File: config.mk
export PLATFORM = sky130hd
export DESIGN_NAME = controlUnit
export DESIGN_NICKNAME = d
export VERILOG_FILES = /design/src/source/ctrlWordPkg.sv /design/src/source/cpuIsaPkg.sv /design/src/source/controlUnit.sv /design/src/source/controlSelect.sv /design/src/source/jumpDecoder.sv /design/src/source/loadStoreDecoder.sv /design/src/source/aluGroupDecoder.sv /design/src/source/controlSequencer.sv
export SDC_FILE = /design/constraint.sdc
export NUM_CORES = 1
export LEC_CHECK = 0
export ABC_AREA = 1
export BUFFER_PORTS_ARGS = -buffer_cell sky130_fd_sc_hd__buf_4
export CAP_MARGIN = 20
export CORE_ASPECT_RATIO = 1.1
export CORE_MARGIN = 10
export CORE_UTILIZATION = 40
export DETAILED_ROUTE_END_ITERATION = 8
export PLACE_DENSITY = 0.91
export SLEW_MARGIN = 10
export SYNTH_ARGS = -nofsm -noshare
export SYNTH_HDL_FRONTEND = slang
export SYNTH_SLANG_ARGS = --single-unit
export TNS_END_PERCENT = 1
File: constraint.sdc
create_clock -name CLK -period 3.4 [get_ports CLK]
set_clock_uncertainty 0.2 [all_clocks]
set_input_delay 0.34 -clock CLK [delete_from_list [all_inputs] [get_ports CLK]]
set_output_delay 0.34 -clock CLK [all_outputs]
set_load 0.01 [all_outputs]
File: src/source/ctrlWordPkg.sv
`default_nettype none

package ctrlWordPkg;

	typedef enum logic [3:0] {
		aluMov, aluAdd, aluSub, aluAnd, aluOr, aluXor, aluNot, aluShl,
		aluShr, aluAsr, aluRol, aluRor, aluAdc, aluSbc, aluCmp, aluNeg
	} aluOp_t;

	typedef enum logic [2:0] {srcRegA = 3'd0, srcPc = 3'd1} aluASrc_t;
	typedef enum logic [2:0] {srcRegB = 3'd0, srcImm4 = 3'd1, srcConst2 = 3'd2} aluBSrc_t;
	typedef enum logic {byteWord = 1'b0, byteLow = 1'b1} byteSel_t;
	typedef enum logic [1:0] {busRegADout = 2'd0, busAluR = 2'd1, busMem = 2'd2} dataBus_t;
	typedef enum logic [1:0] {addrPcA = 2'd0, addrAluR = 2'd1, addrRegB = 2'd2} addrBus_t;
	typedef enum logic [1:0] {basePcA = 2'd0, baseRegA = 2'd1, baseAluR = 2'd2} pcBase_t;
	typedef enum logic [1:0] {off2 = 2'd0, offImm = 2'd1, off0 = 2'd2} pcOffset_t;
	typedef enum logic [1:0] {regAArgA = 2'd0, regAArgB = 2'd1} regASel_t;
	typedef enum logic [2:0] {regBArgB = 3'd0, regBArgA = 3'd1, regBLink = 3'd2} regBSel_t;
	typedef enum logic [1:0] {
		byteEnNone = 2'd0,
		byteEnLow  = 2'd1,
		byteEnHigh = 2'd2,
		byteEnBoth = 2'd3
	} byteEn_t;
	typedef enum logic [1:0] {dinData = 2'd0, dinAluR = 2'd1, dinPc = 2'd2} regADin_t;

	typedef struct packed {
		logic       en;
		logic       wen;
		byteEn_t    byteEn;
		logic [2:0] addrSel; // regA only uses the low two bits.
	} regPortCtrl_t;

	typedef struct packed {
		aluOp_t       aluOp;
		aluASrc_t     aluASrc;
		aluBSrc_t     aluBSrc;
		byteSel_t     byteSel;
		dataBus_t     dataBus;
		pcBase_t      pcBase;
		pcOffset_t    pcOffset;
		addrBus_t     addrBus;
		logic         rd;
		logic         wr;
		regPortCtrl_t regA;
		regADin_t     regADin;
		regPortCtrl_t regB;
	} groupCtrl_t;

	typedef struct packed {
		aluOp_t       aluOp;
		aluASrc_t     aluASrc;
		aluBSrc_t     aluBSrc;
		byteSel_t     byteSel;
		dataBus_t     dataBus;
		logic         rd;
		logic         wr;
		regPortCtrl_t regA;
		regADin_t     regADin;
		regPortCtrl_t regB;
	} ctrlWord_t;

	typedef struct packed {
		addrBus_t  addrBus;
		pcBase_t   pcBase;
		pcOffset_t pcOffset;
	} addrPhase_t;

	typedef enum logic [1:0] {seqIdle = 2'd0, seqFetch = 2'd1, seqExecute = 2'd2} seqState_t;

	// every default encoding is zero, so an idle group is all zeros.
	localparam groupCtrl_t ctrlDefault = '0;
	localparam addrPhase_t addrPhaseDefault = '{addrBus: addrPcA, pcBase: basePcA, pcOffset: off2};

endpackage

`default_nettype wire

File: src/source/cpuIsaPkg.sv
`default_nettype none

package cpuIsaPkg;

	typedef logic [15:0] instrWord_t;
	typedef logic [15:0] addr_t;
	typedef logic [3:0] opcode_t;
	typedef logic [1:0] mode_t;
	typedef logic [3:0] regIdx_t;

	typedef enum logic [1:0] {
		grpSystem    = 2'd0,
		grpLoadStore = 2'd1,
		grpJump      = 2'd2,
		grpAluLogic  = 2'd3
	} instrGroup_t;

	localparam int unsigned opStoreBit = 0; // load/store: set for a store.
	localparam int unsigned opByteBit = 1; // load/store: set for a byte access.
	localparam int unsigned opIndirectBit = 2; // jump: target is read from memory.
	localparam int unsigned opCallBit = 3; // jump: return address goes to regA.
	localparam mode_t modeImm = 2'd1; // argB is a 4-bit immediate.

	typedef struct packed {
		instrGroup_t group;
		opcode_t     op;
		mode_t       mode;
		regIdx_t     argA;
		regIdx_t     argB;
	} instrFields_t;

	// read-only Wishbone classic master signals.
	typedef struct packed {
		logic  cyc;
		logic  stb;
		addr_t adr;
	} wbReq_t;

	typedef struct packed {
		instrWord_t dat;
		logic       ack;
	} wbRsp_t;

endpackage

`default_nettype wire
File: src/source/controlUnit.sv
`timescale 1ns/100ps
`default_nettype none

module controlUnit (
	input  wire logic                 CLK,
	input  wire logic                 RESET,
	input  wire cpuIsaPkg::addr_t     pcAddr,
	input  wire cpuIsaPkg::wbRsp_t    wbRsp,
	output cpuIsaPkg::wbReq_t         wbReq,
	output ctrlWordPkg::ctrlWord_t    ctrl,
	output ctrlWordPkg::addrPhase_t   addrPhase,
	output logic                      fetch,
	output logic                      execute
);

	cpuIsaPkg::instrFields_t instr;
	ctrlWordPkg::groupCtrl_t aluCtrl;
	ctrlWordPkg::groupCtrl_t lsCtrl;
	ctrlWordPkg::groupCtrl_t jmpCtrl;

	controlSequencer sequencer_i (
		.CLK(CLK),
		.RESET(RESET),
		.pcAddr(pcAddr),
		.wbRsp(wbRsp),
		.wbReq(wbReq),
		.instr(instr),
		.fetch(fetch),
		.execute(execute)
	);

	aluGroupDecoder aluDecoder_i (.instr(instr), .groupCtrl(aluCtrl));
	loadStoreDecoder lsDecoder_i (.instr(instr), .groupCtrl(lsCtrl));
	jumpDecoder jmpDecoder_i (.instr(instr), .groupCtrl(jmpCtrl));

	controlSelect select_i (
		.CLK(CLK),
		.RESET(RESET),
		.group(instr.group),
		.fetch(fetch),
		.execute(execute),
		.aluCtrl(aluCtrl),
		.lsCtrl(lsCtrl),
		.jmpCtrl(jmpCtrl),
		.ctrl(ctrl),
		.addrPhase(addrPhase)
	);

endmodule

`default_nettype wire

File: src/source/controlSelect.sv
`timescale 1ns/100ps
`default_nettype none

module controlSelect (
	input  wire logic                      CLK,
	input  wire logic                      RESET,
	input  wire cpuIsaPkg::instrGroup_t    group,
	input  wire logic                      fetch,
	input  wire logic                      execute,
	input  wire ctrlWordPkg::groupCtrl_t   aluCtrl,
	input  wire ctrlWordPkg::groupCtrl_t   lsCtrl,
	input  wire ctrlWordPkg::groupCtrl_t   jmpCtrl,
	output ctrlWordPkg::ctrlWord_t         ctrl,
	output ctrlWordPkg::addrPhase_t        addrPhase
);

	ctrlWordPkg::groupCtrl_t sel;

	always_comb begin
		sel = ctrlWordPkg::ctrlDefault; // system group keeps every default.
		case (group)
			cpuIsaPkg::grpLoadStore: begin
				sel = lsCtrl;
				sel.pcBase = ctrlWordPkg::basePcA;
			end
			cpuIsaPkg::grpJump: begin
				sel = jmpCtrl;
				sel.aluOp = ctrlWordPkg::aluMov;
				sel.aluASrc = ctrlWordPkg::srcRegA;
				sel.aluBSrc = ctrlWordPkg::srcRegB;
				sel.byteSel = ctrlWordPkg::byteWord;
				sel.dataBus = ctrlWordPkg::busRegADout;
				sel.wr = 1'b0;
				sel.regA.byteEn = ctrlWordPkg::byteEnBoth;
				sel.regB.byteEn = ctrlWordPkg::byteEnBoth;
				sel.regB.wen = 1'b0;
			end
			cpuIsaPkg::grpAluLogic: begin
				sel = aluCtrl;
				sel.byteSel = ctrlWordPkg::byteWord;
				sel.dataBus = ctrlWordPkg::busAluR;
				sel.regADin = ctrlWordPkg::dinAluR;
				sel.rd = 1'b0;
				sel.wr = 1'b0;
				sel.regA.byteEn = ctrlWordPkg::byteEnBoth;
				sel.regB.byteEn = ctrlWordPkg::byteEnBoth;
				sel.addrBus = ctrlWordPkg::addrPcA; // next fetch comes from PC.
				sel.pcBase = ctrlWordPkg::basePcA;
				sel.pcOffset = ctrlWordPkg::off2;
			end
			default: begin
				sel = ctrlWordPkg::ctrlDefault;
			end
		endcase
	end

	always_comb begin
		ctrl.aluOp = sel.aluOp;
		ctrl.aluASrc = sel.aluASrc;
		ctrl.aluBSrc = sel.aluBSrc;
		ctrl.byteSel = sel.byteSel;
		ctrl.dataBus = sel.dataBus;
		ctrl.rd = sel.rd;
		ctrl.wr = sel.wr;
		ctrl.regA = sel.regA;
		ctrl.regADin = sel.regADin;
		ctrl.regB = sel.regB;
	end

	// address phase belongs to the cycle after execute, fetch puts it back.
	always_ff @(posedge CLK or posedge RESET) begin
		if (RESET) begin
			addrPhase <= ctrlWordPkg::addrPhaseDefault;
		end else if (fetch) begin
			addrPhase <= ctrlWordPkg::addrPhaseDefault;
		end else if (execute) begin
			addrPhase.addrBus <= sel.addrBus;
			addrPhase.pcBase <= sel.pcBase;
			addrPhase.pcOffset <= sel.pcOffset;
		end
	end

endmodule

`default_nettype wire

File: src/source/jumpDecoder.sv
`timescale 1ns/100ps
`default_nettype none

module jumpDecoder (
	input  wire cpuIsaPkg::instrFields_t instr,
	output ctrlWordPkg::groupCtrl_t      groupCtrl
);

	logic isCall;
	logic isIndirect;

	assign isCall = instr.op[cpuIsaPkg::opCallBit];
	assign isIndirect = instr.op[cpuIsaPkg::opIndirectBit];

	always_comb begin
		groupCtrl = ctrlWordPkg::ctrlDefault;
		groupCtrl.regA.addrSel = {1'b0, ctrlWordPkg::regAArgA};
		groupCtrl.regB.addrSel = ctrlWordPkg::regBArgB;

		case (instr.op[1:0])
			2'd1: groupCtrl.pcBase = ctrlWordPkg::baseRegA;
			2'd2: groupCtrl.pcBase = ctrlWordPkg::baseAluR;
			default: groupCtrl.pcBase = ctrlWordPkg::basePcA;
		endcase

		case (instr.mode)
			2'd1: groupCtrl.pcOffset = ctrlWordPkg::offImm;
			2'd2: groupCtrl.pcOffset = ctrlWordPkg::off0;
			default: groupCtrl.pcOffset = ctrlWordPkg::off2;
		endcase

		groupCtrl.regA.en = isCall || (groupCtrl.pcBase == ctrlWordPkg::baseRegA);
		if (isCall) begin
			groupCtrl.regA.wen = 1'b1; // return address is the current PC.
			groupCtrl.regADin = ctrlWordPkg::dinPc;
		end

		if (isIndirect) begin
			groupCtrl.rd = 1'b1;
			groupCtrl.addrBus = ctrlWordPkg::addrRegB;
			groupCtrl.regB.en = 1'b1;
		end
	end

endmodule

`default_nettype wire

File: src/source/loadStoreDecoder.sv
`timescale 1ns/100ps
`default_nettype none

module loadStoreDecoder (
	input  wire cpuIsaPkg::instrFields_t instr,
	output ctrlWordPkg::groupCtrl_t      groupCtrl
);

	logic isStore;
	logic isByte;

	assign isStore = instr.op[cpuIsaPkg::opStoreBit];
	assign isByte = instr.op[cpuIsaPkg::opByteBit];

	always_comb begin
		groupCtrl = ctrlWordPkg::ctrlDefault;
		groupCtrl.pcOffset = ctrlWordPkg::off2;

		groupCtrl.regA.en = 1'b1;
		groupCtrl.regA.addrSel = {1'b0, ctrlWordPkg::regAArgA};
		groupCtrl.regB.en = 1'b1; // regB holds the base address.
		groupCtrl.regB.addrSel = ctrlWordPkg::regBArgB;

		if (isStore) begin
			groupCtrl.wr = 1'b1;
			groupCtrl.dataBus = ctrlWordPkg::busRegADout;
		end else begin
			groupCtrl.rd = 1'b1;
			groupCtrl.regA.wen = 1'b1;
			groupCtrl.regADin = ctrlWordPkg::dinData;
		end

		if (isByte) begin
			groupCtrl.byteSel = ctrlWordPkg::byteLow;
			groupCtrl.regA.byteEn = ctrlWordPkg::byteEnLow;
		end else begin
			groupCtrl.byteSel = ctrlWordPkg::byteWord;
			groupCtrl.regA.byteEn = ctrlWordPkg::byteEnBoth;
		end

		if (instr.mode == cpuIsaPkg::modeImm) begin
			groupCtrl.addrBus = ctrlWordPkg::addrAluR; // address is base plus a small offset.
			groupCtrl.aluBSrc = ctrlWordPkg::srcImm4;
			groupCtrl.aluOp = ctrlWordPkg::aluAdd;
		end else begin
			groupCtrl.addrBus = ctrlWordPkg::addrRegB;
		end
	end

endmodule

`default_nettype wire

File: src/source/aluGroupDecoder.sv
`timescale 1ns/100ps
`default_nettype none

module aluGroupDecoder (
	input  wire cpuIsaPkg::instrFields_t instr,
	output ctrlWordPkg::groupCtrl_t      groupCtrl
);

	logic immMode;

	assign immMode = (instr.mode == cpuIsaPkg::modeImm);

	always_comb begin
		groupCtrl = ctrlWordPkg::ctrlDefault;
		groupCtrl.aluOp = ctrlWordPkg::aluOp_t'(instr.op); // op field is the ALU operation.
		groupCtrl.aluASrc = ctrlWordPkg::srcRegA;

		groupCtrl.regA.en = 1'b1;
		groupCtrl.regA.wen = 1'b1;
		groupCtrl.regA.addrSel = {1'b0, ctrlWordPkg::regAArgA};

		groupCtrl.regB.addrSel = ctrlWordPkg::regBArgB;
		if (immMode) begin
			groupCtrl.aluBSrc = ctrlWordPkg::srcImm4; // argB is the operand itself.
			groupCtrl.regB.en = 1'b0;
		end else begin
			groupCtrl.aluBSrc = ctrlWordPkg::srcRegB;
			groupCtrl.regB.en = 1'b1;
		end
	end

endmodule

`default_nettype wire

File: src/source/controlSequencer.sv
`timescale 1ns/100ps
`default_nettype none

module controlSequencer (
	input  wire logic                 CLK,
	input  wire logic                 RESET,
	input  wire cpuIsaPkg::addr_t     pcAddr,
	input  wire cpuIsaPkg::wbRsp_t    wbRsp,
	output cpuIsaPkg::wbReq_t         wbReq,
	output cpuIsaPkg::instrFields_t   instr,
	output logic                      fetch,
	output logic                      execute
);

	ctrlWordPkg::seqState_t state;
	ctrlWordPkg::seqState_t nextState;
	cpuIsaPkg::instrWord_t instrReg;

	always_ff @(posedge CLK or posedge RESET) begin
		if (RESET) begin
			state <= ctrlWordPkg::seqIdle;
		end else begin
			state <= nextState;
		end
	end

	always_comb begin
		nextState = state;
		case (state)
			ctrlWordPkg::seqIdle: begin
				nextState = ctrlWordPkg::seqFetch;
			end
			ctrlWordPkg::seqFetch: begin
				if (wbRsp.ack) begin
					nextState = ctrlWordPkg::seqExecute; // wait states just hold here.
				end
			end
			ctrlWordPkg::seqExecute: begin
				nextState = ctrlWordPkg::seqFetch;
			end
			default: begin
				nextState = ctrlWordPkg::seqIdle;
			end
		endcase
	end

	assign fetch = (state == ctrlWordPkg::seqFetch);
	assign execute = (state == ctrlWordPkg::seqExecute);

	// one read per instruction, the request falls as soon as the FSM leaves fetch.
	assign wbReq.cyc = fetch;
	assign wbReq.stb = fetch;
	assign wbReq.adr = fetch ? pcAddr : '0;

	always_ff @(posedge CLK) begin
		if (fetch && wbRsp.ack) begin
			instrReg <= wbRsp.dat;
		end
	end

	assign instr = cpuIsaPkg::instrFields_t'(instrReg);

endmodule

`default_nettype wire

==> out/metrics.cfg, run 1 <==
[floorplan]
fp.dieH_um = 74.0
coreArea_um2 = 2520
die_x_um = 69.1
start_util_pct = 42.2
die_area_um2 = 5120
rows = 19
ioPinCount = 92

[routing]
drc = 0
ant_nets = 0
first_pass_iters = 4
vias_per_cell = 4.10
vias = 975
routedWlPerCell_um = 12.5
wirelength_um = 2980
drt_first_iter_violations = 26

[final_layout]
utilization_pct = 62.2
regArea_um2 = 440
fillerInstances = 226
stdcell_area_um2 = 1570
multi_input_area_um2 = 398
nets = 247
area_delta_synth_final_pct = 47.5
final_common_cell = buf_4
drive_above_1_share_pct = 39.1
layout_common_cells = 70 x buf_4, 38 x nand2_1, 32 x inv_1
diodes = 0

[placed_design]
io_buffers = 70
gp_congestion = 0.816
placed_cell_area_um2 = 1530
dpl.hpwl_um = 2620

[hold_path]
worstHoldPathType = input port to flop

[clock_network]
cts_max_path_buffers = 2
clock-root-buffer = clkbuf_4
cts_resized = 0
clk_latency_ns = 0.28
cts_hold_buffers = 1
cts.clk_slew.worst_paths_ns = 0.09
post_cts_buffers = 0
htreeDepth = 1
cts_tree = yes
cts_sinks = 16
numCtsBuffers = 3

[worst_setup_path]
required_ns = 2.86
path_buf_inv = 3
worst_path_most_repeated_cell = inv_1
cp_max_fo = 22
path_delay_family = adder cells
crit_path_max_incr_delay_ns = 0.63
end_kind = output pin
crit_slowest_cell = ha_1
crit_chain = inv_1 > ha_1 > nand2_1 > inv_1 > buf_4
reg2reg_slack_ns = 1.33
path_class = flop to output pin
cp-start-kind = flop
critical_path_arrival_ns = 1.78

[synthesis]
synth_seq_cells = 16
netlist_instances = 140
syn_area_per_cell_um2 = 7.59
yosysSeqAreaShare_pct = 41.5
yosys.cell_types.count = 19
yosys_warnings = 0
synthesis.area_um2 = 1060

[pwr]
design_power_total_uw = 980
power_leakage_nw = 0.981
power.density_nw_per_um2 = 626
ir_drop_mv = 0.434

[timing]
tightestPinTransition_ns = 0.722
rsz0062_at_grt = false
slew_headroom_pct = 51.9
holdWs_ns = 0.0243
period_needed_ns = 2.32
timing.final.crit_share_pct = 68.2
fmax_mhz = 431
setup_viol = 0
hold_viol = 0
setup-tns-final_ns = 0
slew_viol_final = 0

[global_route]
overflow = 0
grt_max_degree = 23
gr-usage-all-layers_pct = 10.5
antenna_found_initial = 0
grt_pass1_wl_um = 4490
grt_pass1_vias = 963

[flow_run]
max-cap-violations = 0

[status]
status = finished, final reports clean

[cell usage after synthesis (all sizes together)]
| cell | number | area share (%) |
|---|---|---|
| nor2 | 12 | 6.4 |
| conb | 1 | 0.35 |
| nand3 | 3 | 1.4 |
| ha | 4 | 4.7 |
| edfxtp | 8 | 23 |
| o211ai | 1 | 0.71 |
| o21ai | 9 | 4.9 |
| o21bai | 1 | 0.71 |
| dfrtp | 8 | 19 |
| clkbuf | 1 | 0.35 |
| buf | 19 | 13 |
| inv | 34 | 12 |
| nand2 | 39 | 14 |
[power by group]
part           leakage [nW]  internal (mW)  switching, mW
combinational         0.785          0.259          0.332
clock                0.0154         0.0426         0.0572
sequential            0.181          0.256         0.0332
[through the flow]
step,setup slack [ns],std cells
2_1_floorplan,1.60,152
3_3_place_gp,1.31,233
3_5_place_dp,1.32,233
4_1_cts,1.05,238
5_1_grt,0.847,238
6_report,1.08,238
[logic make-up after synthesis]
kind of cell               count (synthesis)  share of synthesized area, %
adders and majority gates                  4                          4.71
DFF                                       16                          41.5
buffers and inverters                     54                          25.3
and+or+nand+nor                           54                          21.8
AOI/OAI and AO/OA                         11                          6.36
other                                      1                         0.353
[layer usage]
layer / wire (um) / vias up / global-route usage, %
li1: - / 515 / -
met1: 910 / 416 / 9.81
met2: 1790 / 39 / 20.6
met3: 246 / 5 / 3.72
met4: 33 / 0 / 4.03
met5: 0 / - / 0
[state kept, by name (all words and copies together) (netlist names)]
signal              cells
sequencer_i.instr       8
sequencer_i.state       2
select_i.addrPhase      6
[layout make-up]
type | count | share of cell area [%]
sequential | 16 | 28.1
timing repair buffer | 71 | 34.2
tap | 31 | 2.48
clock inverter | 1 | 0.240
inverter | 34 | 8.15
multi-input combinational | 82 | 25.4
clock buffer | 3 | 1.44
[final timing paths]
check / to / cells after the start / start
min in group asynchronous: select_i.addrPhase[2] / 3 / RESET
max in group asynchronous: sequencer_i.state[0] / 3 / RESET
worst min register to register: select_i.addrPhase[5] / 2 / select_i.addrPhase[5]
worst max-delay path: wbReq[12] / 5 / sequencer_i.state[1]
worst max register to register: sequencer_i.instr[12] / 4 / sequencer_i.state[1]
worst min-delay path: sequencer_i.instr[14] / 1 / wbRsp[15]
No activity file was read; power rests on OpenSTA's default activity.
==> inputs of run 2 (changes only) <==
--- a/config.mk
+++ b/config.mk
@@ -5,14 +5,14 @@
 export SDC_FILE = /design/constraint.sdc
 export NUM_CORES = 1
 export LEC_CHECK = 0
-export ABC_AREA = 1
+export ABC_AREA = 0
 export BUFFER_PORTS_ARGS = -buffer_cell sky130_fd_sc_hd__buf_4
 export CAP_MARGIN = 20
 export CORE_ASPECT_RATIO = 1.1
 export CORE_MARGIN = 10
-export CORE_UTILIZATION = 40
+export CORE_UTILIZATION = 37
 export DETAILED_ROUTE_END_ITERATION = 8
-export PLACE_DENSITY = 0.91
+export PLACE_DENSITY = 0.86
 export SLEW_MARGIN = 10
 export SYNTH_ARGS = -nofsm -noshare
 export SYNTH_HDL_FRONTEND = slang
==> constraint.sdc (replaced) <==
create_clock -name CLK -period 2.2 [get_ports CLK]
set_clock_uncertainty 0.2 [all_clocks]
set_input_delay 0.22 -clock CLK [delete_from_list [all_inputs] [get_ports CLK]]
set_output_delay 0.22 -clock CLK [all_outputs]
set_load 0.01 [all_outputs]
==> run 2 against run 1 <==
Utilization down 2.1 points. Non-clock buffer count is 10 higher. Critical path depth is the same. Largest cell class unchanged. Sequential cell count stayed put. Largest power group unchanged. Clock power rose by 61%. Wire length grew 4.5%. Global-route usage is 0.86 points higher. First-iteration DRC count is 46% lower. Synthesized area shrank 2.1%.
==> out/metrics.cfg, run 2 <==
[status]
status = finished, final reports clean

[floorplan]
die_x_um = 70.5  ; +2.0%
fp.dieH_um = 75.6  ; +2.1%
die_area_um2 = 5330  ; +4.2%
coreArea_um2 = 2730  ; +8.2%
start_util_pct = 38.1  ; -4.0 points
ioPinCount = 92  ; unchanged
rows = 20  ; +1

[final_layout]
fillerInstances = 247  ; +9.3%
largest_register_ff_count = 8  ; unchanged
drive_above_1_share_pct = 41.2  ; +2.0 points
final_common_cell = buf_4
regArea_um2 = 440  ; unchanged
layout_common_cells = 71 x buf_4, 20 x and2_1, 13 x conb_1
area_delta_synth_final_pct = 57.6
utilization_pct = 60.1  ; -2.1 points
stdcell_area_um2 = 1640  ; +4.6%
diodes = 0  ; unchanged
multi_input_area_um2 = 447  ; +12%
nets = 227  ; -8.1%

[global_route]
use_met3_pct = 10.5  ; +6.8 points
gr-usage-all-layers_pct = 11.3  ; +0.86 points
antenna_found_initial = 0  ; unchanged
grt_max_degree = 18  ; -22%
overflow = 0  ; unchanged
grt_pass1_wl_um = 4800  ; +6.9%
grt_pass1_vias = 1093  ; +13%
gr-usage-met1_pct = 9.24  ; -0.57 points
top_usage_layer = met2
use_met2_pct = 19.1  ; -1.6 points

[routing]
drc = 0  ; unchanged
wirelength_um = 3110  ; +4.5%
routedWlPerCell_um = 14.2  ; +13%
vias = 1001  ; +2.7%
first_pass_iters = 4  ; unchanged
ant_nets = 0  ; unchanged
drt_first_iter_violations = 14  ; -46%
vias_per_cell = 4.55  ; +11%

[synthesis]
synth_area_leaders = edfxtp_1 23%, dfrtp_1 19%, buf_4 12%
synthArstFlopShare_pct = 50.0  ; unchanged
yosys_warnings = 0  ; unchanged
synth_seq_cells = 16  ; unchanged
yosysTopAreaCell = edfxtp_1
synth_common_cells = 20 x and2_1, 17 x buf_4, 12 x inv_1
yosysSeqAreaShare_pct = 42.4  ; +0.90 points
synth_edf_count = 8  ; unchanged
synth_top_area_share_pct = 23.1  ; +0.49 points
yosys.cell_types.count = 27  ; +8
synthesis.area_um2 = 1040  ; -2.1%
syn_area_per_cell_um2 = 9.28  ; +22%
synthFlopType = edfxtp_1
synth.most_common_cell = and2_1
netlist_instances = 112  ; -20%

[worst_setup_path]
cp_max_fo = 17  ; -23%
critical_path_arrival_ns = 1.56  ; -0.22 ns
crit_path_max_incr_delay_ns = 0.42  ; -0.21 ns
required_ns = 1.78  ; -1.08 ns
end_kind = output pin
reg2reg_slack_ns = 0.32  ; -1.01 ns
cp-start-kind = flop
worst_path_most_repeated_cell = buf_4
r2r_cells = 5  ; +1
crit_slowest_cell = dfrtp_1
regToRegStartpoint = sequencer_i.state[0]
path_class = flop to output pin
r2r-end = select_i.addrPhase[1]
crit_chain = inv_1 > ha_1 > buf_4 > and2_1 > buf_4

[flow_run]
max-cap-violations = 0  ; unchanged

[timing]
rsz0062_at_grt = false
setup_viol = 0  ; unchanged
timing.final.crit_share_pct = 89.9
hold_viol = 0  ; unchanged
period_needed_ns = 1.98
slew_viol_final = 0  ; unchanged
setup-tns-final_ns = 0  ; unchanged
holdWs_ns = 0.230  ; +0.205 ns
fmax_mhz = 506

[clock_network]
numCtsBuffers = 3  ; unchanged
cts.clk_slew.worst_paths_ns = 0.08  ; about the same
cts_max_path_buffers = 2  ; unchanged
htreeDepth = 1  ; unchanged
cts_hold_buffers = 10  ; +9
clk_latency_ns = 0.29  ; about the same
cts_tree = yes
clock-root-buffer = clkbuf_4
cts_sinks = 16  ; unchanged
post_cts_buffers = 0  ; unchanged
cts_resized = 0  ; unchanged

[placed_design]
placed_cell_area_um2 = 1510  ; -1.1%
gp_congestion = 0.785  ; -3.8%
dpl.hpwl_um = 2570  ; -1.9%
io_buffers = 70  ; unchanged

[hold_path]
worstHoldPathType = input port to async pin

[pwr]
power.density_nw_per_um2 = 960  ; +53%
power_leakage_nw = 0.854  ; -13%
ir_drop_mv = 0.767  ; +77%

-- run 2: cell count changes after synthesis, sizes merged, moves of 4 or more --
cell | before | now
nor2 | 12 | 3
o21ai | 9 | 3
and3 | 0 | 4
nand2 | 39 | 4
o32ai | 0 | 4
clkbuf | 1 | 5
and2 | 0 | 20
inv | 34 | 13
-- run 2: layout make-up --
cell class | count | share of cell area, %
well taps | 33 | 2.52
multi-input cells | 73 | 27.3
inverters | 13 | 3.13
flip-flops and latches | 16 | 26.9
clock buffers | 4 | 1.60
repair buffers | 81 | 38.6
-- run 2: power by group --
| group | switching (mW) | total [mW] | internal, mW |
|---|---|---|---|
| logic | 0.455 | 0.941 | 0.486 |
| registers | 0.0724 | 0.472 | 0.399 |
| clock network | 0.0904 | 0.161 | 0.0707 |
-- run 2: cells by family (layout without fill, tap and decap cells) --
group                      count (synthesis)  after routing  share of synthesized area [%]
DFF                                       16             16                           42.4
and+or+nand+nor                           39             39                           22.4
AOI/OAI and AO/OA                         17             17                           11.1
other                                      1             13                          0.361
buffers and inverters                     35             98                           19.0
adders and majority gates                  4              4                           4.81
-- run 2: per-stage QoR --
| step | setup slack [ns] | power (mW) | cells |
|---|---|---|---|
| 5_1_grt | 0.0811 | 1.70 | 220 |
| 4_1_cts | 0.195 | 1.60 | 220 |
| 6_report | 0.223 | 1.57 | 220 |
| 2_1_floorplan | 0.438 | 1.01 | 124 |
| 3_3_place_gp | 0.385 | 1.41 | 206 |
| 3_5_place_dp | 0.330 | 1.42 | 206 |
-- run 2: worst max-delay path by stage --
stage                         start                     to  slack (ns)
2_1_floorplan  sequencer_i.state[1]  sequencer_i.instr[10]        0.44
3_3_place_gp   sequencer_i.state[0]  select_i.addrPhase[2]        0.39
3_5_place_dp   sequencer_i.state[0]  select_i.addrPhase[1]        0.33
4_1_cts        sequencer_i.state[1]               wbReq[7]        0.20
5_1_grt        sequencer_i.state[1]              wbReq[11]        0.08
6_report       sequencer_i.state[1]               wbReq[7]        0.22
-- run 2: routing by layer --
layer	vias up	wire length, um	share of wire [%]
met1	443	972	31
met2	65	1470	47
li1	487	-	-
met3	6	624	20
met5	-	0	0
met4	0	42	1.3
-- run 2: critical path, delay by kind of cell, from the launching register on --
| family | cells | cell delay, ns |
|---|---|---|
| buf+inv | 3 | 0.42 |
| fa+ha+maj | 1 | 0.28 |
| simple gates | 1 | 0.14 |
| flops | 1 | 0.42 |
